`config.mk`:
```
export PLATFORM = sky130hd
export DESIGN_NAME = vldu_top
export DESIGN_NICKNAME = d
export VERILOG_FILES = /design/src/vldu_pkg.sv /design/src/vldu_insn_queue.sv /design/src/vldu_beat_packer.sv /design/src/vldu_result_queue.sv /design/src/vldu_top.sv
export SDC_FILE = /design/constraint.sdc
export NUM_CORES = 1
export LEC_CHECK = 0
export ABC_AREA = 0
export BUFFER_PORTS_ARGS = -buffer_cell sky130_fd_sc_hd__buf_2
export CORE_AREA = 4 4 252 230
export DETAILED_ROUTE_END_ITERATION = 8
export DIE_AREA = 0 0 256 234
export MAX_ROUTING_LAYER = met4
export PLACE_DENSITY = 0.76
export SLEW_MARGIN = 30
export SYNTH_ARGS = -nofsm -noshare
export SYNTH_HDL_FRONTEND = slang
export SYNTH_SLANG_ARGS = --single-unit
```
`constraint.sdc`:
```
create_clock -name clk_i -period 12.1 [get_ports clk_i]
set_input_delay 2.42 -clock clk_i [delete_from_list [all_inputs] [get_ports clk_i]]
set_output_delay 2.42 -clock clk_i [all_outputs]
set_load 0.01 [all_outputs]
```
`src/vldu_pkg.sv`:
```
////////////////////
// Vector load unit shared definitions
// Widths, vector types and packed structs used across the load path
////////////////////
`default_nettype none

package vldu_pkg;

  ////////////////////
  // Sizes
  ////////////////////

  // Vector register length in bits
  localparam int unsigned Vlen             = 1024;
  // Bytes in one lane element
  localparam int unsigned ElenBytes        = 8;
  // Number of instruction ids
  localparam int unsigned NrVInsn          = 8;
  // Instructions held in flight
  localparam int unsigned InsnQueueDepth   = 4;
  // Finished register-file words buffered
  localparam int unsigned ResultQueueDepth = 2;

  ////////////////////
  // Vector types
  ////////////////////

  typedef logic [8*ElenBytes-1:0]     elen_t;
  typedef logic [ElenBytes-1:0]       strb_t;
  typedef logic [$clog2(NrVInsn)-1:0] vid_t;
  // Word address inside one lane's register file
  typedef logic [9:0]                 vaddr_t;
  typedef logic [7:0]                 vl_t;
  // 0 to 3 select 8 to 64 bit elements
  typedef logic [1:0]                 vsew_t;
  typedef logic [4:0]                 vreg_t;

  ////////////////////
  // Structs
  ////////////////////

  // Load instruction from the sequencer
  typedef struct packed {
    vid_t  id;
    vreg_t vd;
    vl_t   vl;
    vsew_t vsew;
    // Unmasked when high
    logic  vm;
  } pe_req_t;

  // One write into one lane
  typedef struct packed {
    vid_t   id;
    vaddr_t addr;
    elen_t  wdata;
    strb_t  be;
  } lane_payload_t;

  // R channel beat, sized for the default 64-bit bus
  typedef struct packed {
    logic [63:0] data;
    logic        last;
  } r_beat_t;

  // First word of a vector register within each lane
  function automatic vaddr_t vreg_base(vreg_t vreg, int unsigned nr_lanes);
    int unsigned words_per_reg;
    words_per_reg = Vlen / (8 * ElenBytes * nr_lanes);
    return vaddr_t'(vreg * words_per_reg);
  endfunction

endpackage

`default_nettype wire

```
`src/vldu_insn_queue.sv`:
```
////////////////////
// Load instruction queue
// Holds accepted loads in order, exposes the issue head, retires the commit head
////////////////////
`timescale 1ns/100ps
`default_nettype none

module vldu_insn_queue (
  input  logic              clk_i,
  input  logic              rst_ni,
  // Sequencer side
  input  vldu_pkg::pe_req_t pe_req_i,
  input  logic              pe_req_valid_i,
  output logic              pe_req_ready_o,
  // Issue head towards the packer
  output vldu_pkg::pe_req_t issue_insn_o,
  output logic              issue_valid_o,
  input  logic              issue_done_i,
  // Commit side
  input  logic              commit_done_i,
  output logic              pe_done_o,
  output vldu_pkg::vid_t    pe_done_id_o
);

  localparam int unsigned Depth = vldu_pkg::InsnQueueDepth;
  localparam int unsigned PntW  = (Depth > 1) ? $clog2(Depth) : 1;
  localparam int unsigned CntW  = $clog2(Depth) + 1;

  // Instruction store
  vldu_pkg::pe_req_t insn_q [Depth];

  // Three phase pointers
  logic [PntW-1:0] accept_pnt_q;
  logic [PntW-1:0] issue_pnt_q;
  logic [PntW-1:0] commit_pnt_q;

  // Waiting to issue, and waiting to commit
  logic [CntW-1:0] issue_cnt_q;
  logic [CntW-1:0] issue_cnt_d;
  logic [CntW-1:0] commit_cnt_q;
  logic [CntW-1:0] commit_cnt_d;

  logic           ready_q;
  logic           accept;
  logic           done_q;
  vldu_pkg::vid_t done_id_q;

  // Circular pointer step
  function automatic logic [PntW-1:0] bump(logic [PntW-1:0] pnt);
    return (pnt == PntW'(Depth - 1)) ? '0 : pnt + PntW'(1);
  endfunction

  ////////////////////
  // Handshakes
  ////////////////////

  assign accept         = pe_req_valid_i && ready_q;
  assign pe_req_ready_o = ready_q;

  // Head is visible one cycle after accept
  assign issue_insn_o  = insn_q[issue_pnt_q];
  assign issue_valid_o = (issue_cnt_q != '0);

  assign pe_done_o    = done_q;
  assign pe_done_id_o = done_id_q;

  // Count updates
  always_comb begin
    issue_cnt_d  = issue_cnt_q;
    commit_cnt_d = commit_cnt_q;
    if (accept) begin
      issue_cnt_d  = issue_cnt_d + CntW'(1);
      commit_cnt_d = commit_cnt_d + CntW'(1);
    end
    if (issue_done_i) begin
      issue_cnt_d = issue_cnt_d - CntW'(1);
    end
    if (commit_done_i) begin
      commit_cnt_d = commit_cnt_d - CntW'(1);
    end
  end

  ////////////////////
  // State
  ////////////////////

  always_ff @(posedge clk_i or negedge rst_ni) begin
    if (!rst_ni) begin
      accept_pnt_q <= '0;
      issue_pnt_q  <= '0;
      commit_pnt_q <= '0;
      issue_cnt_q  <= '0;
      commit_cnt_q <= '0;
      ready_q      <= 1'b0;
      done_q       <= 1'b0;
      done_id_q    <= '0;
    end else begin
      issue_cnt_q  <= issue_cnt_d;
      commit_cnt_q <= commit_cnt_d;
      // Ready whenever the queue will not be full
      ready_q      <= (commit_cnt_d != CntW'(Depth));
      if (accept) begin
        accept_pnt_q <= bump(accept_pnt_q);
      end
      if (issue_done_i) begin
        issue_pnt_q <= bump(issue_pnt_q);
      end
      // Retire commit head and report its id next cycle
      done_q <= commit_done_i;
      if (commit_done_i) begin
        done_id_q    <= insn_q[commit_pnt_q].id;
        commit_pnt_q <= bump(commit_pnt_q);
      end
    end
  end

  // Store the new instruction at the accept slot
  always_ff @(posedge clk_i) begin
    if (accept) begin
      insn_q[accept_pnt_q] <= pe_req_i;
    end
  end

endmodule

`default_nettype wire

```
`src/vldu_beat_packer.sv`:
```
////////////////////
// R beat packer
// Packs R channel bytes into register-file words, applies the mask, tracks bytes left
////////////////////
`timescale 1ns/100ps
`default_nettype none

module vldu_beat_packer #(
  parameter int unsigned NrLanes      = 2,
  parameter int unsigned AxiDataWidth = 64
) (
  input  logic                                  clk_i,
  input  logic                                  rst_ni,
  // Issue head
  input  vldu_pkg::pe_req_t                     issue_insn_i,
  input  logic                                  issue_valid_i,
  output logic                                  issue_done_o,
  // Memory R channel
  input  vldu_pkg::r_beat_t                     r_beat_i,
  input  logic                                  r_valid_i,
  output logic                                  r_ready_o,
  // Mask unit
  input  vldu_pkg::strb_t         [NrLanes-1:0] mask_i,
  input  logic                                  mask_valid_i,
  output logic                                  mask_ready_o,
  // Result queue
  input  logic                                  rq_full_i,
  output logic                                  push_o,
  output vldu_pkg::lane_payload_t [NrLanes-1:0] push_payload_o,
  output logic                                  push_last_o
);

  localparam int unsigned ElenB     = vldu_pkg::ElenBytes;
  localparam int unsigned WordBytes = NrLanes * ElenB;
  localparam int unsigned BeatBytes = AxiDataWidth / 8;
  // Wide enough to hold WordBytes itself
  localparam int unsigned PntW      = $clog2(WordBytes) + 1;
  // vl shifted by up to 3
  localparam int unsigned CntW      = $bits(vldu_pkg::vl_t) + 3;

  // Byte counters
  logic            fresh_q;
  logic [CntW-1:0] bytes_left_q;
  logic [CntW-1:0] total_bytes;
  logic [CntW-1:0] cur_left;
  logic [CntW-1:0] taken;
  logic [PntW-1:0] byte_pnt_q;
  logic [PntW-1:0] next_pnt;
  vldu_pkg::vaddr_t word_idx_q;
  vldu_pkg::vaddr_t base_addr;

  // Partial word from earlier beats
  vldu_pkg::elen_t [NrLanes-1:0] wdata_q;
  vldu_pkg::elen_t [NrLanes-1:0] wdata_d;
  vldu_pkg::strb_t [NrLanes-1:0] be_q;
  vldu_pkg::strb_t [NrLanes-1:0] be_d;

  logic fire;
  logic insn_last;
  logic word_done;

  ////////////////////
  // Beat accounting
  ////////////////////

  always_comb begin
    // Bytes of the instruction in total
    total_bytes = CntW'(issue_insn_i.vl) << issue_insn_i.vsew;
    // A fresh head starts with its full byte count
    cur_left    = fresh_q ? total_bytes : bytes_left_q;
    insn_last   = (cur_left <= CntW'(BeatBytes));
    taken       = insn_last ? cur_left : CntW'(BeatBytes);
    next_pnt    = byte_pnt_q + PntW'(taken);
    word_done   = insn_last || (next_pnt == PntW'(WordBytes));
  end

  // Need a head, room in the result queue, and a mask flit when masked
  assign r_ready_o    = issue_valid_i && !rq_full_i && (issue_insn_i.vm || mask_valid_i);
  assign fire         = r_valid_i && r_ready_o;
  assign push_o       = fire && word_done;
  assign push_last_o  = insn_last;
  assign issue_done_o = fire && insn_last;
  // One mask flit per word
  assign mask_ready_o = fire && word_done && !issue_insn_i.vm;

  ////////////////////
  // Byte placement
  ////////////////////

  always_comb begin
    wdata_d   = '0;
    be_d      = '0;
    base_addr = vldu_pkg::vreg_base(issue_insn_i.vd, NrLanes);
    for (int unsigned wb = 0; wb < WordBytes; wb++) begin : l_byte
      automatic int unsigned lane = wb / ElenB;
      automatic int unsigned off  = wb % ElenB;
      automatic int unsigned rel  = wb - byte_pnt_q;
      if (wb < byte_pnt_q) begin
        // Already filled by an earlier beat
        wdata_d[lane][8*off +: 8] = wdata_q[lane][8*off +: 8];
        be_d[lane][off]           = be_q[lane][off];
      end else if ((rel < BeatBytes) && (rel < cur_left)) begin
        // In order copy, word byte b lands in lane b/8
        wdata_d[lane][8*off +: 8] = r_beat_i.data[8*rel +: 8];
        be_d[lane][off]           = issue_insn_i.vm || mask_i[lane][off];
      end
      // Bytes past the end stay zero with no enable
    end
    for (int unsigned l = 0; l < NrLanes; l++) begin : l_lane
      push_payload_o[l].id    = issue_insn_i.id;
      push_payload_o[l].addr  = base_addr + word_idx_q;
      push_payload_o[l].wdata = wdata_d[l];
      push_payload_o[l].be    = be_d[l];
    end
  end

  ////////////////////
  // State
  ////////////////////

  always_ff @(posedge clk_i or negedge rst_ni) begin
    if (!rst_ni) begin
      fresh_q      <= 1'b1;
      bytes_left_q <= '0;
      byte_pnt_q   <= '0;
      word_idx_q   <= '0;
    end else if (fire) begin
      // Next head gets loaded after the final beat
      fresh_q      <= insn_last;
      bytes_left_q <= cur_left - taken;
      byte_pnt_q   <= word_done ? '0 : next_pnt;
      if (insn_last) begin
        word_idx_q <= '0;
      end else if (word_done) begin
        word_idx_q <= word_idx_q + 1'b1;
      end
    end
  end

  // Partial word storage
  always_ff @(posedge clk_i) begin
    if (fire) begin
      wdata_q <= wdata_d;
      be_q    <= be_d;
    end
  end

endmodule

`default_nettype wire

```
`src/vldu_result_queue.sv`:
```
////////////////////
// Result queue
// Two finished words, per-lane write requests held until each lane grants
////////////////////
`timescale 1ns/100ps
`default_nettype none

module vldu_result_queue #(
  parameter int unsigned NrLanes = 2
) (
  input  logic                                  clk_i,
  input  logic                                  rst_ni,
  // Packer side
  input  logic                                  push_i,
  input  vldu_pkg::lane_payload_t [NrLanes-1:0] push_payload_i,
  input  logic                                  push_last_i,
  output logic                                  full_o,
  // Lanes
  output logic                    [NrLanes-1:0] lane_req_o,
  output vldu_pkg::lane_payload_t [NrLanes-1:0] lane_payload_o,
  input  logic                    [NrLanes-1:0] lane_gnt_i,
  // Instruction queue
  output logic                                  commit_done_o
);

  localparam int unsigned Depth = vldu_pkg::ResultQueueDepth;
  localparam int unsigned PntW  = (Depth > 1) ? $clog2(Depth) : 1;
  localparam int unsigned CntW  = $clog2(Depth) + 1;

  // Entry payloads
  vldu_pkg::lane_payload_t [Depth-1:0][NrLanes-1:0] entry_q;

  // Per-lane outstanding requests, and the last word flag
  logic [Depth-1:0][NrLanes-1:0] valid_q;
  logic [Depth-1:0][NrLanes-1:0] valid_d;
  logic [Depth-1:0]              last_q;

  logic [PntW-1:0] rd_pnt_q;
  logic [PntW-1:0] wr_pnt_q;
  logic [CntW-1:0] cnt_q;
  logic [CntW-1:0] cnt_d;
  logic            leave;

  assign full_o = (cnt_q == CntW'(Depth));

  ////////////////////
  // Lane writes
  ////////////////////

  always_comb begin
    valid_d = valid_q;
    // Read head drives every lane
    for (int unsigned l = 0; l < NrLanes; l++) begin : l_lane
      lane_req_o[l]     = valid_q[rd_pnt_q][l];
      lane_payload_o[l] = entry_q[rd_pnt_q][l];
      // A grant drops that lane's request
      if (lane_req_o[l] && lane_gnt_i[l]) begin
        valid_d[rd_pnt_q][l] = 1'b0;
      end
    end
    // Head leaves with its last outstanding grant
    leave         = (cnt_q != '0) && !(|valid_d[rd_pnt_q]);
    commit_done_o = leave && last_q[rd_pnt_q];
    // New word requests on every lane from the next cycle
    if (push_i) begin
      valid_d[wr_pnt_q] = '1;
    end
    cnt_d = cnt_q + CntW'(push_i) - CntW'(leave);
  end

  ////////////////////
  // State
  ////////////////////

  always_ff @(posedge clk_i or negedge rst_ni) begin
    if (!rst_ni) begin
      valid_q  <= '0;
      last_q   <= '0;
      rd_pnt_q <= '0;
      wr_pnt_q <= '0;
      cnt_q    <= '0;
    end else begin
      valid_q <= valid_d;
      cnt_q   <= cnt_d;
      if (push_i) begin
        last_q[wr_pnt_q] <= push_last_i;
        wr_pnt_q         <= (wr_pnt_q == PntW'(Depth - 1)) ? '0 : wr_pnt_q + PntW'(1);
      end
      if (leave) begin
        rd_pnt_q <= (rd_pnt_q == PntW'(Depth - 1)) ? '0 : rd_pnt_q + PntW'(1);
      end
    end
  end

  // Word payload capture
  always_ff @(posedge clk_i) begin
    if (push_i) begin
      entry_q[wr_pnt_q] <= push_payload_i;
    end
  end

endmodule

`default_nettype wire

```
`src/vldu_top.sv`:
```
////////////////////
// Vector load unit top
// Instruction queue, beat packer and result queue of the load path
////////////////////
`timescale 1ns/100ps
`default_nettype none

module vldu_top #(
  parameter int unsigned NrLanes      = 2,
  parameter int unsigned AxiDataWidth = 64
) (
  input  logic                                  clk_i,
  input  logic                                  rst_ni,
  // Sequencer
  input  vldu_pkg::pe_req_t                     pe_req_i,
  input  logic                                  pe_req_valid_i,
  output logic                                  pe_req_ready_o,
  output logic                                  pe_done_o,
  output vldu_pkg::vid_t                        pe_done_id_o,
  // Memory R channel
  input  vldu_pkg::r_beat_t                     r_beat_i,
  input  logic                                  r_valid_i,
  output logic                                  r_ready_o,
  // Mask unit
  input  vldu_pkg::strb_t         [NrLanes-1:0] mask_i,
  input  logic                                  mask_valid_i,
  output logic                                  mask_ready_o,
  // Lanes
  output logic                    [NrLanes-1:0] lane_req_o,
  output vldu_pkg::lane_payload_t [NrLanes-1:0] lane_payload_o,
  input  logic                    [NrLanes-1:0] lane_gnt_i
);

  // Issue head and its handshake
  vldu_pkg::pe_req_t issue_insn;
  logic              issue_valid;
  logic              issue_done;

  // Word writes into the result queue
  logic                                  push;
  vldu_pkg::lane_payload_t [NrLanes-1:0] push_payload;
  logic                                  push_last;
  logic                                  rq_full;

  // Last word of an instruction has left
  logic commit_done;

  ////////////////////
  // Instances
  ////////////////////

  vldu_insn_queue i_insn_queue (
    .clk_i          (clk_i),
    .rst_ni         (rst_ni),
    .pe_req_i       (pe_req_i),
    .pe_req_valid_i (pe_req_valid_i),
    .pe_req_ready_o (pe_req_ready_o),
    .issue_insn_o   (issue_insn),
    .issue_valid_o  (issue_valid),
    .issue_done_i   (issue_done),
    .commit_done_i  (commit_done),
    .pe_done_o      (pe_done_o),
    .pe_done_id_o   (pe_done_id_o)
  );

  vldu_beat_packer #(
    .NrLanes      (NrLanes),
    .AxiDataWidth (AxiDataWidth)
  ) i_beat_packer (
    .clk_i          (clk_i),
    .rst_ni         (rst_ni),
    .issue_insn_i   (issue_insn),
    .issue_valid_i  (issue_valid),
    .issue_done_o   (issue_done),
    .r_beat_i       (r_beat_i),
    .r_valid_i      (r_valid_i),
    .r_ready_o      (r_ready_o),
    .mask_i         (mask_i),
    .mask_valid_i   (mask_valid_i),
    .mask_ready_o   (mask_ready_o),
    .rq_full_i      (rq_full),
    .push_o         (push),
    .push_payload_o (push_payload),
    .push_last_o    (push_last)
  );

  vldu_result_queue #(
    .NrLanes (NrLanes)
  ) i_result_queue (
    .clk_i          (clk_i),
    .rst_ni         (rst_ni),
    .push_i         (push),
    .push_payload_i (push_payload),
    .push_last_i    (push_last),
    .full_o         (rq_full),
    .lane_req_o     (lane_req_o),
    .lane_payload_o (lane_payload_o),
    .lane_gnt_i     (lane_gnt_i),
    .commit_done_o  (commit_done)
  );

endmodule

`default_nettype wire

```
==> results.md, run 1 <==
- Status: finished clean
- Post-DRT Antenna Nets: 0
- Initial Utilization: between 50% and 60%
- Register area share after synthesis: about three fifths
- Via count: 19,447
- Most frequent cells in the layout: edfxtp_1 (534), buf_2 (284), mux2_2 (188)
- Setup WS pre-CTS: ~4.2 ns
- Async S/R FF share, synth: a little under a tenth
- Area leader, netlist: edfxtp_1
- DR DRC count: 0
- Period utilisation layout: 72.1%
- Synthesized instance count: roughly 2,000
- Hold WC Path Type: reg -> reg
- Worst hold stages: 2
- Slew HR: between 30 and 40%
- Distinct cells, synth: 78
- CTS tree: yes
- Ys flop type: edfxtp_1
- Nets: between 2,000 and 3,000
- Total wire length: 76,900 um
- Worst vdd ir: between 0.15 and 0.2 mV
- Final Setup Violations: 0
- Ports: between 200 and 300
- First-pass GRT wire length: 116,000 um
- Hold Vio Cnt, Final: 0
- Die width: around 260 um
- Synth area leaders: edfxtp_1 (54%), mux2_2 (7.1%), ha_1 (6.9%)
- GP Congestion: around 0.9
- Die ar.: 0.0599 mm2
- Setup_tns: 0 ns
- H-tree depth: 2
- CTS Root Cell: clkbuf_16
- Measured slew at the worst slew-check pin: roughly 1 ns
- Wire per inst: between 20 and 25 um
- Worst-skew pair later-pin latency: between 0.6 and 0.7 ns
- Sink Count: a little under 600
- Initial antenna violation count: 17
- #FFs+latches synth: slightly below 600
- Commonest non-fill, non-tap cell in the layout: edfxtp_1
- Final Critical Period: approximately 8.7 ns
- Area share of the largest cell type after synthesis: between 50% and 60%
- # port buffers: ~280
- Area grow syn2layout: 14.4%
- Max Cap Violations: 0
- Syn nets: 2,331
- R2R depth: 18
- Core Region: roughly 0.055 mm2
- CP arrival: 6.31 ns
- Number of setup buffers added after CTS: 0
- Synthesis Warnings: 0
- Resized cells post-CTS: 0
- Vias in the first global route: roughly 20,000
- Die Ht: around 230 um
- Pin count of the biggest net entering global routing: 84
- 1st-iter DRT viols: ~1,900
- CTS Hold Bufs: 0
- F_max: ~110 MHz
- Reg clk slew, reported paths: 0.06 ns
- Startpoint Class: flop
- Avg Cell Area, Syn: around 14 um2
- Share of cells above drive strength 1: 30.5%
- WP data required: about 9.7 ns
- Detail Placement HPWL: ~52,000 um
- Slew Limit Fails: 0
- Crit Path Class: reg -> out
- Cell Area, Synth: roughly 0.030 mm2
- Rows: a little over 80
- RSZ-0062 raised after global routing: no
- Vias per cell: 6.22
- Critical path capture point type: output port
- Clock Tree Buf Depth: 3
- EDFF count, synth: ~530
- DR pass1 iterations: 7
- Congestion Overflow GR: 0
- Power Dens Cells: between 300 and 400 mW/mm2
- Worst Skew: 0.0335 ns
- Min Hold Slack: approximately 0.48 ns
- Worst setup margin: between 3 and 4 ns
- CTS buffer count: 58
- Global Route Usage Sum: between 20 and 30%
- Power Total: 10.4 mW
- Leakage: about 13 nW
- Largest fanout on the critical path: 21
path summary, 6_finish.rpt:
path / startpoint / end / slack [ns]
setup / recovery: i_insn_queue.issue_pnt_q[1]$_DFFE_PN0P_ / mask_ready_o / 3.37
hold / removal: i_beat_packer.bytes_left_q[10]$_DFFE_PN0P_ / i_beat_packer.bytes_left_q[10]$_DFFE_PN0P_ / 0.48
hold reg to reg: i_beat_packer.bytes_left_q[10]$_DFFE_PN0P_ / i_beat_packer.bytes_left_q[10]$_DFFE_PN0P_ / 0.48
max in group asynchronous: rst_ni / i_beat_packer.byte_pnt_q[0]$_DFFE_PN0P_ / 9.59
min in group asynchronous: rst_ni / i_insn_queue.pe_done_id_o[0]$_DFFE_PN0P_ / 1.91
setup reg to reg: i_insn_queue.issue_pnt_q[1]$_DFFE_PN0P_ / i_result_queue.entry_q[210]$_DFFE_PP_ / 4.18
routing by layer:
layer  vias up  global-route usage [%]  share of wire, %
met5         -                       -                 0
met4         0                    9.29               3.4
met3       152                    4.50               8.5
met2       881                    41.8                49
met1      9767                    33.3                39
li1       8647                       -                 -
synth_stat cells (all sizes together), types with 14 or more instances:
cell type  count
a21o          24
nor2          46
nand2        140
o21ai        133
nor3          16
a21oi         84
mux2         189
or3           15
edfxtp       534
nand3         14
mux2i         63
buf           41
a22o          32
o22ai         18
nor2b         21
inv           93
ha           163
clkbuf        55
dfrtp         53
xnor2         41
mux4          87
a211oi        18
sequential cells by signal, indices dropped and copies added, names as in the netlist:
| register | flops |
|---|---|
| i_beat_packer.be_q | 16 |
| i_beat_packer.wdata_q | 128 |
| i_result_queue.rd_pnt_q | 1 |
| i_beat_packer.word_idx_q | 10 |
| i_insn_queue.issue_pnt_q | 2 |
| i_insn_queue.pe_req_ready_o | 1 |
| i_result_queue.valid_q | 4 |
| i_result_queue.wr_pnt_q | 1 |
| i_insn_queue.insn_q | 76 |
| i_insn_queue.pe_done_o | 1 |
| i_result_queue.entry_q | 314 |
| i_beat_packer.fresh_q | 1 |
| i_result_queue.last_q | 2 |
| i_insn_queue.issue_cnt_q | 3 |
| i_beat_packer.bytes_left_q | 11 |
| i_insn_queue.commit_pnt_q | 2 |
| i_result_queue.cnt_q | 2 |
| i_insn_queue.accept_pnt_q | 2 |
| i_beat_packer.byte_pnt_q | 5 |
| i_insn_queue.pe_done_id_o | 3 |
| i_insn_queue.commit_cnt_q | 3 |
through the flow:
step           cell area, um2  utilization [%]  cells
2_1_floorplan           29600                -   2059
3_3_place_gp            31800             57.7   2993
3_5_place_dp            31900             57.8   2993
4_1_cts                 33800             61.2   3102
5_1_grt                 33900             61.4   3120
6_report                33900             61.4   3129
logic make-up after synthesis:
| kind of cell | synth area share, % |
|---|---|
| adders and majority gates | 7.02 |
| and+or+nand+nor | 4.80 |
| buffers and inverters | 2.77 |
| other | 0.0127 |
| muxes | 15.9 |
| DFF | 58.7 |
| xor gates and xnor gates | 1.45 |
| AOI/OAI and AO/OA | 9.36 |
layout make-up:
type	instances	area [um2]
Multi-Input combinational cell	1274	11600
Fill cell	4055	21300
Clock buffer	67	1490
Clock inverter	42	425
Sequential cell	588	17400
Tap cell	714	893
Timing Repair Buffer	317	1680
Antenna cell	26	65.1
Inverter	101	394
where the power goes:
| group | leakage [nW] | internal (mW) | switching [mW] | total [mW] |
|---|---|---|---|---|
| registers | 5.63 | 3.11 | 0.228 | 3.34 |
| clock network | 0.927 | 1.03 | 0.778 | 1.81 |
| logic | 6.15 | 1.94 | 3.26 | 5.20 |
critical path: stages (launching register included):
cell	delay, ns
dfrtp_1	0.97
mux4_2	0.63
a41o_1	0.56
nor3_2	0.53
nand4_2	0.42
nor2_1	0.21
ha_1	0.19
inv_1	0.06
fa_1	0.42
inv_1	0.09
a21o_1	0.11
a21oi_1	0.07
xnor2_1	0.23
nand4_1	0.33
a21o_1	0.51
nor2_1	0.16
buf_2	0.14
No activity file was read; power rests on OpenSTA's default activity.
==> inputs of run 2 (changes only) <==
- clock period: 12.1 -> 7.95 ns (I/O delays scaled with it)
==> results.md, run 2 (synthesis gave the netlist of run 1 again) <==
- Slew Limit Fails: 0
- Worst vdd ir: 0.238 mV
- R2R depth: 16
- Final Setup Violations: 0
- First-pass GRT wire length: roughly 110,000 um
- Vias per cell: 6.22
- Via count: just under 20,000
- Worst-skew pair later-pin latency: just over 0.6 ns
- Worst setup margin: 0.506 ns
- Wire per inst: about 24 um
- Clock Tree Buf Depth: 3
- Measured slew at the worst slew-check pin: 1.06 ns
- WP data required: roughly 6.4 ns
- Total wire length: between 70,000 and 80,000 um
- Routed met2 length: 36,900 um
- Crit Path Class: reg -> out
- Most flop-heavy register: i_result_queue.entry_q
- CTS tree: yes
- Ports: 286
- Commonest non-fill, non-tap cell in the layout: edfxtp_1
- Reg clk slew, reported paths: about 0.06 ns
- Routed wl met3: ~6000 um
- Hold WC Path Type: reg -> reg
- Most frequent cells in the layout: edfxtp_1 (534), buf_2 (284), mux2_2 (188)
- Largest fanout on the critical path: 19
- Post-DRT Antenna Nets: 0
- Metal-1 WL: ~30,000 um
- Vias in the first global route: 19,379
- Die Ht: 234 um
- DR DRC count: 0
- Global Route Usage Sum: 25.2%
- CTS Root Cell: clkbuf_16
- Slew HR: 28.8%
- Regs by FF count: i_result_queue.entry_q: 314 flops, i_beat_packer.wdata_q: 128 flops, i_insn_queue.insn_q: 76 flops
- CTS buffer count: 58
- Power Total: ~16 mW
- 1st-iter DRT viols: roughly 2,000
- RSZ-0062 raised after global routing: no
- F_max: between 100 and 150 MHz
- Congestion Overflow GR: 0
- Initial antenna violation count: 12
- Initial Utilization: a little over half
- GP Congestion: approximately 0.90
- Max FFs per register: roughly 310
- Worst Skew: about 0.025 ns
- Area grow syn2layout: 15.2%
- # port buffers: 284
- Setup_tns: 0 ns
- Setup WS pre-CTS: 0.917 ns
- CP endpoint: mask_ready_o
- Power Dens Cells: about 470 mW/mm2
- DR pass1 iterations: 5
- FF-to-FF Start: i_insn_queue.issue_pnt_q[0]$_DFFE_PN0P_
- Detail Placement HPWL: ~52,000 um
- Rows: 82
- Core Region: 0.0552 mm2
- Nets: between 2,000 and 3,000
- Hold Vio Cnt, Final: 0
- Worst Setup SP: i_insn_queue.issue_pnt_q[0]$_DFFE_PN0P_
- Max Cap Violations: 0
- Sink Count: between 500 and 600
- H-tree depth: 2
- Leakage: roughly 13 nW
- Die ar.: around 0.060 mm2
- Period utilisation layout: 93.6%
- CP arrival: roughly 5.9 ns
- Fillers: 4,040
- Startpoint Class: flop
- Worst R2R Setup Slack: ~1.6 ns
- Critical path capture point type: output port
- Die width: approximately 260 um
- Max layer used: met4
- Share of cells above drive strength 1: 30.8%
- Status: finished clean
- Final Critical Period: between 7 and 8 ns
- Worst R2R End: i_result_queue.entry_q[191]$_DFFE_PP_
- Pin count of the biggest net entering global routing: ~110
[run 2: repair_timing]
| action | in CTS | in global routing |
|---|---|---|
| hold buffers | 0 | 0 |
| resized for setup | 0 | 1 |
| setup endpoints to repair | 0 | 1 |
| setup buffers | 0 | 0 |
[run 2: worst max-delay path: stages, from the launching register on]
cell and delay [ns]:
dfrtp_2 0.53, buf_4 0.34, mux4_2 0.72, a41o_1 0.56, nor3_2 0.51, nand3_1 0.19
or2_2 0.34, fa_1 0.45, inv_1 0.07, a21o_1 0.11, a21oi_1 0.07, xnor2_1 0.22
nand4_1 0.33, a21o_1 0.48, nor2_1 0.16, buf_2 0.14
[run 2: area by class of cell]
| class | instances | area, um2 | share of cell area [%] |
|---|---|---|---|
| Clock inverter | 44 | 571 | 1.67 |
| Timing Repair Buffer | 318 | 1780 | 5.21 |
| Inverter | 101 | 393 | 1.15 |
| Sequential cell | 588 | 17400 | 50.9 |
| Multi-Input combinational cell | 1274 | 11600 | 33.9 |
| Antenna cell | 19 | 47.5 | 0.139 |
| Clock buffer | 65 | 1490 | 4.36 |
| Tap cell | 714 | 893 | 2.62 |
[run 2: per-stage QoR]
stage / hold WS (ns) / cell area [um2] / util [%] / instances
finish: 0.486 / 34200 / 61.9 / 3123
global placement: 0.460 / 31900 / 57.8 / 2993
global route: 0.511 / 34100 / 61.8 / 3116
CTS: 0.488 / 34000 / 61.6 / 3103
detailed placement: 0.468 / 32000 / 57.9 / 2994
floorplan: 0.440 / 29700 / - / 2059
[run 2: how the worst min path moves through the flow]
stage	start	to	depth (start not counted)
2_1_floorplan	i_result_queue.valid_q[2]$_DFF_PN0_	i_result_queue.valid_q[2]$_DFF_PN0_	2
3_3_place_gp	i_result_queue.valid_q[2]$_DFF_PN0_	i_result_queue.valid_q[2]$_DFF_PN0_	2
3_5_place_dp	i_result_queue.valid_q[2]$_DFF_PN0_	i_result_queue.valid_q[2]$_DFF_PN0_	2
4_1_cts	i_result_queue.valid_q[2]$_DFF_PN0_	i_result_queue.valid_q[2]$_DFF_PN0_	2
5_1_grt	i_result_queue.valid_q[2]$_DFF_PN0_	i_result_queue.valid_q[2]$_DFF_PN0_	2
6_report	i_beat_packer.bytes_left_q[4]$_DFFE_PN0P_	i_beat_packer.bytes_left_q[4]$_DFFE_PN0P_	2
[run 2: per-layer routing]
| metal | track usage, % | vias to the layer above |
|---|---|---|
| li1 | - | 8649 |
| met1 | 32.2 | 9780 |
| met2 | 41.4 | 860 |
| met3 | 4.51 | 149 |
| met4 | 8.74 | 0 |
| met5 | - | - |
[run 2: power by group]
part | internal [mW] | switching, mW
Combinational | 2.98 | 4.97
Sequential | 4.73 | 0.315
Clock | 1.72 | 1.20
==> inputs of run 3 (changes only) <==
- CORE_AREA: 4 4 252 230 -> 4 4 240 242
- DIE_AREA: 0 0 256 234 -> 0 0 244 246
==> results.md, run 3 (synthesis gave the netlist of run 1 again) <==
- Die width: around 240 um
- Congestion Overflow GR: 0
- Die Ht: around 250 um
- Final Setup Violations: 0
- Area grow syn2layout: 15.0%
- First-pass GRT wire length: approximately 120,000 um
- Die ar.: about 0.060 mm2
- Worst-skew pair later-pin latency: roughly 0.63 ns
- F_max: 136 MHz
- Max FFs per register: approximately 310
- Most flop-heavy register: i_result_queue.entry_q
- DR DRC count: 0
- Slew HR: between 30% and 40%
- Number of setup buffers added after CTS: 0
- Hold Vio Cnt, Final: 0
- Clock Tree Buf Depth: 3
- GP Congestion: 0.937
- CP arrival: approximately 5.8 ns
- Total wire length: approximately 77,000 um
- Largest fanout on the critical path: 22
- Share of cells above drive strength 1: a little under a third
- Worst hold stages: 2
- Wire per inst: approximately 24 um
- Ports: between 200 and 300
- Startpoint Class: flop
- H-tree depth: 2
- Initial Utilization: between 50% and 60%
- Critical path capture point type: output port
- Slew Limit Fails: 0
- Via count: a little under 20,000
- DP Cell Count: roughly 3,000
- Nets: 2,620
- Leakage: between 10 and 15 nW
- CTS buffer count: 60
- Period utilisation layout: about 90%
- CTS Hold Bufs: 0
- Commonest non-fill, non-tap cell in the layout: edfxtp_1
- Most frequent cells in the layout: edfxtp_1 (534), buf_2 (284), mux2_2 (188)
- Sink Count: 588
- Vias in the first global route: ~20,000
- Crit Path Class: reg -> out
- Status: finished clean
- Setup_tns: 0 ns
- WP data required: about 6.4 ns
- Global Route Usage Sum: 25.8%
- DR pass1 iterations: 5
- Final std cells w/o fill: 3,165
- Worst vdd ir: 0.266 mV
- Regs by FF count: i_result_queue.entry_q: 314 flops, i_beat_packer.wdata_q: 128 flops, i_insn_queue.insn_q: 76 flops
- Detail Placement HPWL: ~53,000 um
- CTS tree: yes
- Reg clk slew, reported paths: ~0.06 ns
- R2R depth: 19
- CTS Root Cell: clkbuf_16
- Max Cap Violations: 0
- 1st-iter DRT viols: about 1,800
- Pin count of the biggest net entering global routing: 166
- Post-DRT Antenna Nets: 0
- Rows: 86
- Final Critical Period: 7.37 ns
- # port buffers: between 200 and 300
- Worst Skew: about 0.033 ns
- Core Region: ~0.055 mm2
- Hold WC Path Type: reg -> reg
- Power Dens Cells: roughly 460 mW/mm2
- Vias per cell: around 6.2
- Initial antenna violation count: 17
- Resized cells post-CTS: 0
- RSZ-0062 raised after global routing: no
- Measured slew at the worst slew-check pin: 0.969 ns
==> run 3: changes by cell type in the layout (fill, tap and decap cells not counted), moves of 2 or more <==
cell | before | now
clkbuf_1 | 6 | 16
buf_4 | 27 | 35
clkinv_1 | 9 | 16
bufinv_16 | 11 | 7
clkbuf_16 | 58 | 62
clkinv_2 | 13 | 9
clkinvlp_4 | 8 | 4
inv_6 | 6 | 2
buf_12 | 5 | 2
a21oi_1 | 81 | 79
a21oi_2 | 3 | 5
==> run 3: final cells by class <==
cell class | count | area, um2
inverter | 101 | 393
timing repair buffer | 323 | 1760
tap | 748 | 936
clock buffer | 79 | 1630
clock inverter | 33 | 358
fill | 4149 | 21000
antenna | 19 | 47.5
sequential | 588 | 17400
multi-input combinational | 1274 | 11600
==> run 3: per-layer routing <==
metal  track usage (%)  vias to the layer above  part of all wire [%]
li1                  -                     8667                     -
met1              32.4                     9764                    39
met2              42.2                      843                    49
met3              4.31                      192                   7.7
met4              10.8                        0                   4.6
met5                 -                        -                     0
==> run 3: path summary, 6_finish.rpt <==
path	startpoint	end	slack, ns
max	i_insn_queue.issue_pnt_q[0]$_DFFE_PN0P_	mask_ready_o	0.58
min	i_result_queue.valid_q[2]$_DFF_PN0_	i_result_queue.valid_q[2]$_DFF_PN0_	0.48
max reg2reg	i_insn_queue.issue_pnt_q[0]$_DFFE_PN0P_	i_result_queue.entry_q[41]$_DFFE_PP_	1.47
min reg2reg	i_result_queue.valid_q[2]$_DFF_PN0_	i_result_queue.valid_q[2]$_DFF_PN0_	0.48
max in group asynchronous	rst_ni	i_result_queue.rd_pnt_q$_DFFE_PN0P_	6.28
min in group asynchronous	rst_ni	i_insn_queue.pe_done_o$_DFF_PN0_	1.11
==> run 3: per-stage QoR <==
stage                     hold WS (ns)  area, um2  total power [mW]  setup slack [ns]  utilization [%]
final                            0.481      34100              15.8             0.576             61.9
after global routing             0.509      34100              16.8             0.226             61.9
after CTS                        0.481      34000              15.8             0.520             61.6
after detailed placement         0.466      32000              12.9              1.20             58.0
after global placement           0.452      31900              12.4              1.29             58.0
after floorplan                  0.440      29700              10.4             0.385                -
==> run 3: worst max-delay path, stage by stage (launching register included) <==
cell and delay (ns):
dfrtp_1 0.32, buf_4 0.36, mux4_2 0.77, mux4_2 0.50, mux2_4 0.30, clkinv_4 0.17, nand2_1 0.13, nor2_1 0.10
nand3_1 0.12, or2_2 0.34, fa_1 0.44, inv_1 0.08, a21o_1 0.12, a21oi_1 0.07, xnor2_1 0.18, nand4_1 0.12
buf_4 0.19, a21o_1 0.41, nor2_1 0.25, buf_2 0.16
==> run 3: report_power, final <==
part           switching (mW)  internal (mW)  total (mW)  leakage [nW]
registers               0.287           4.73        5.02          5.63
logic                    4.97           2.98        7.94          6.19
clock network            1.18           1.66        2.84         0.960
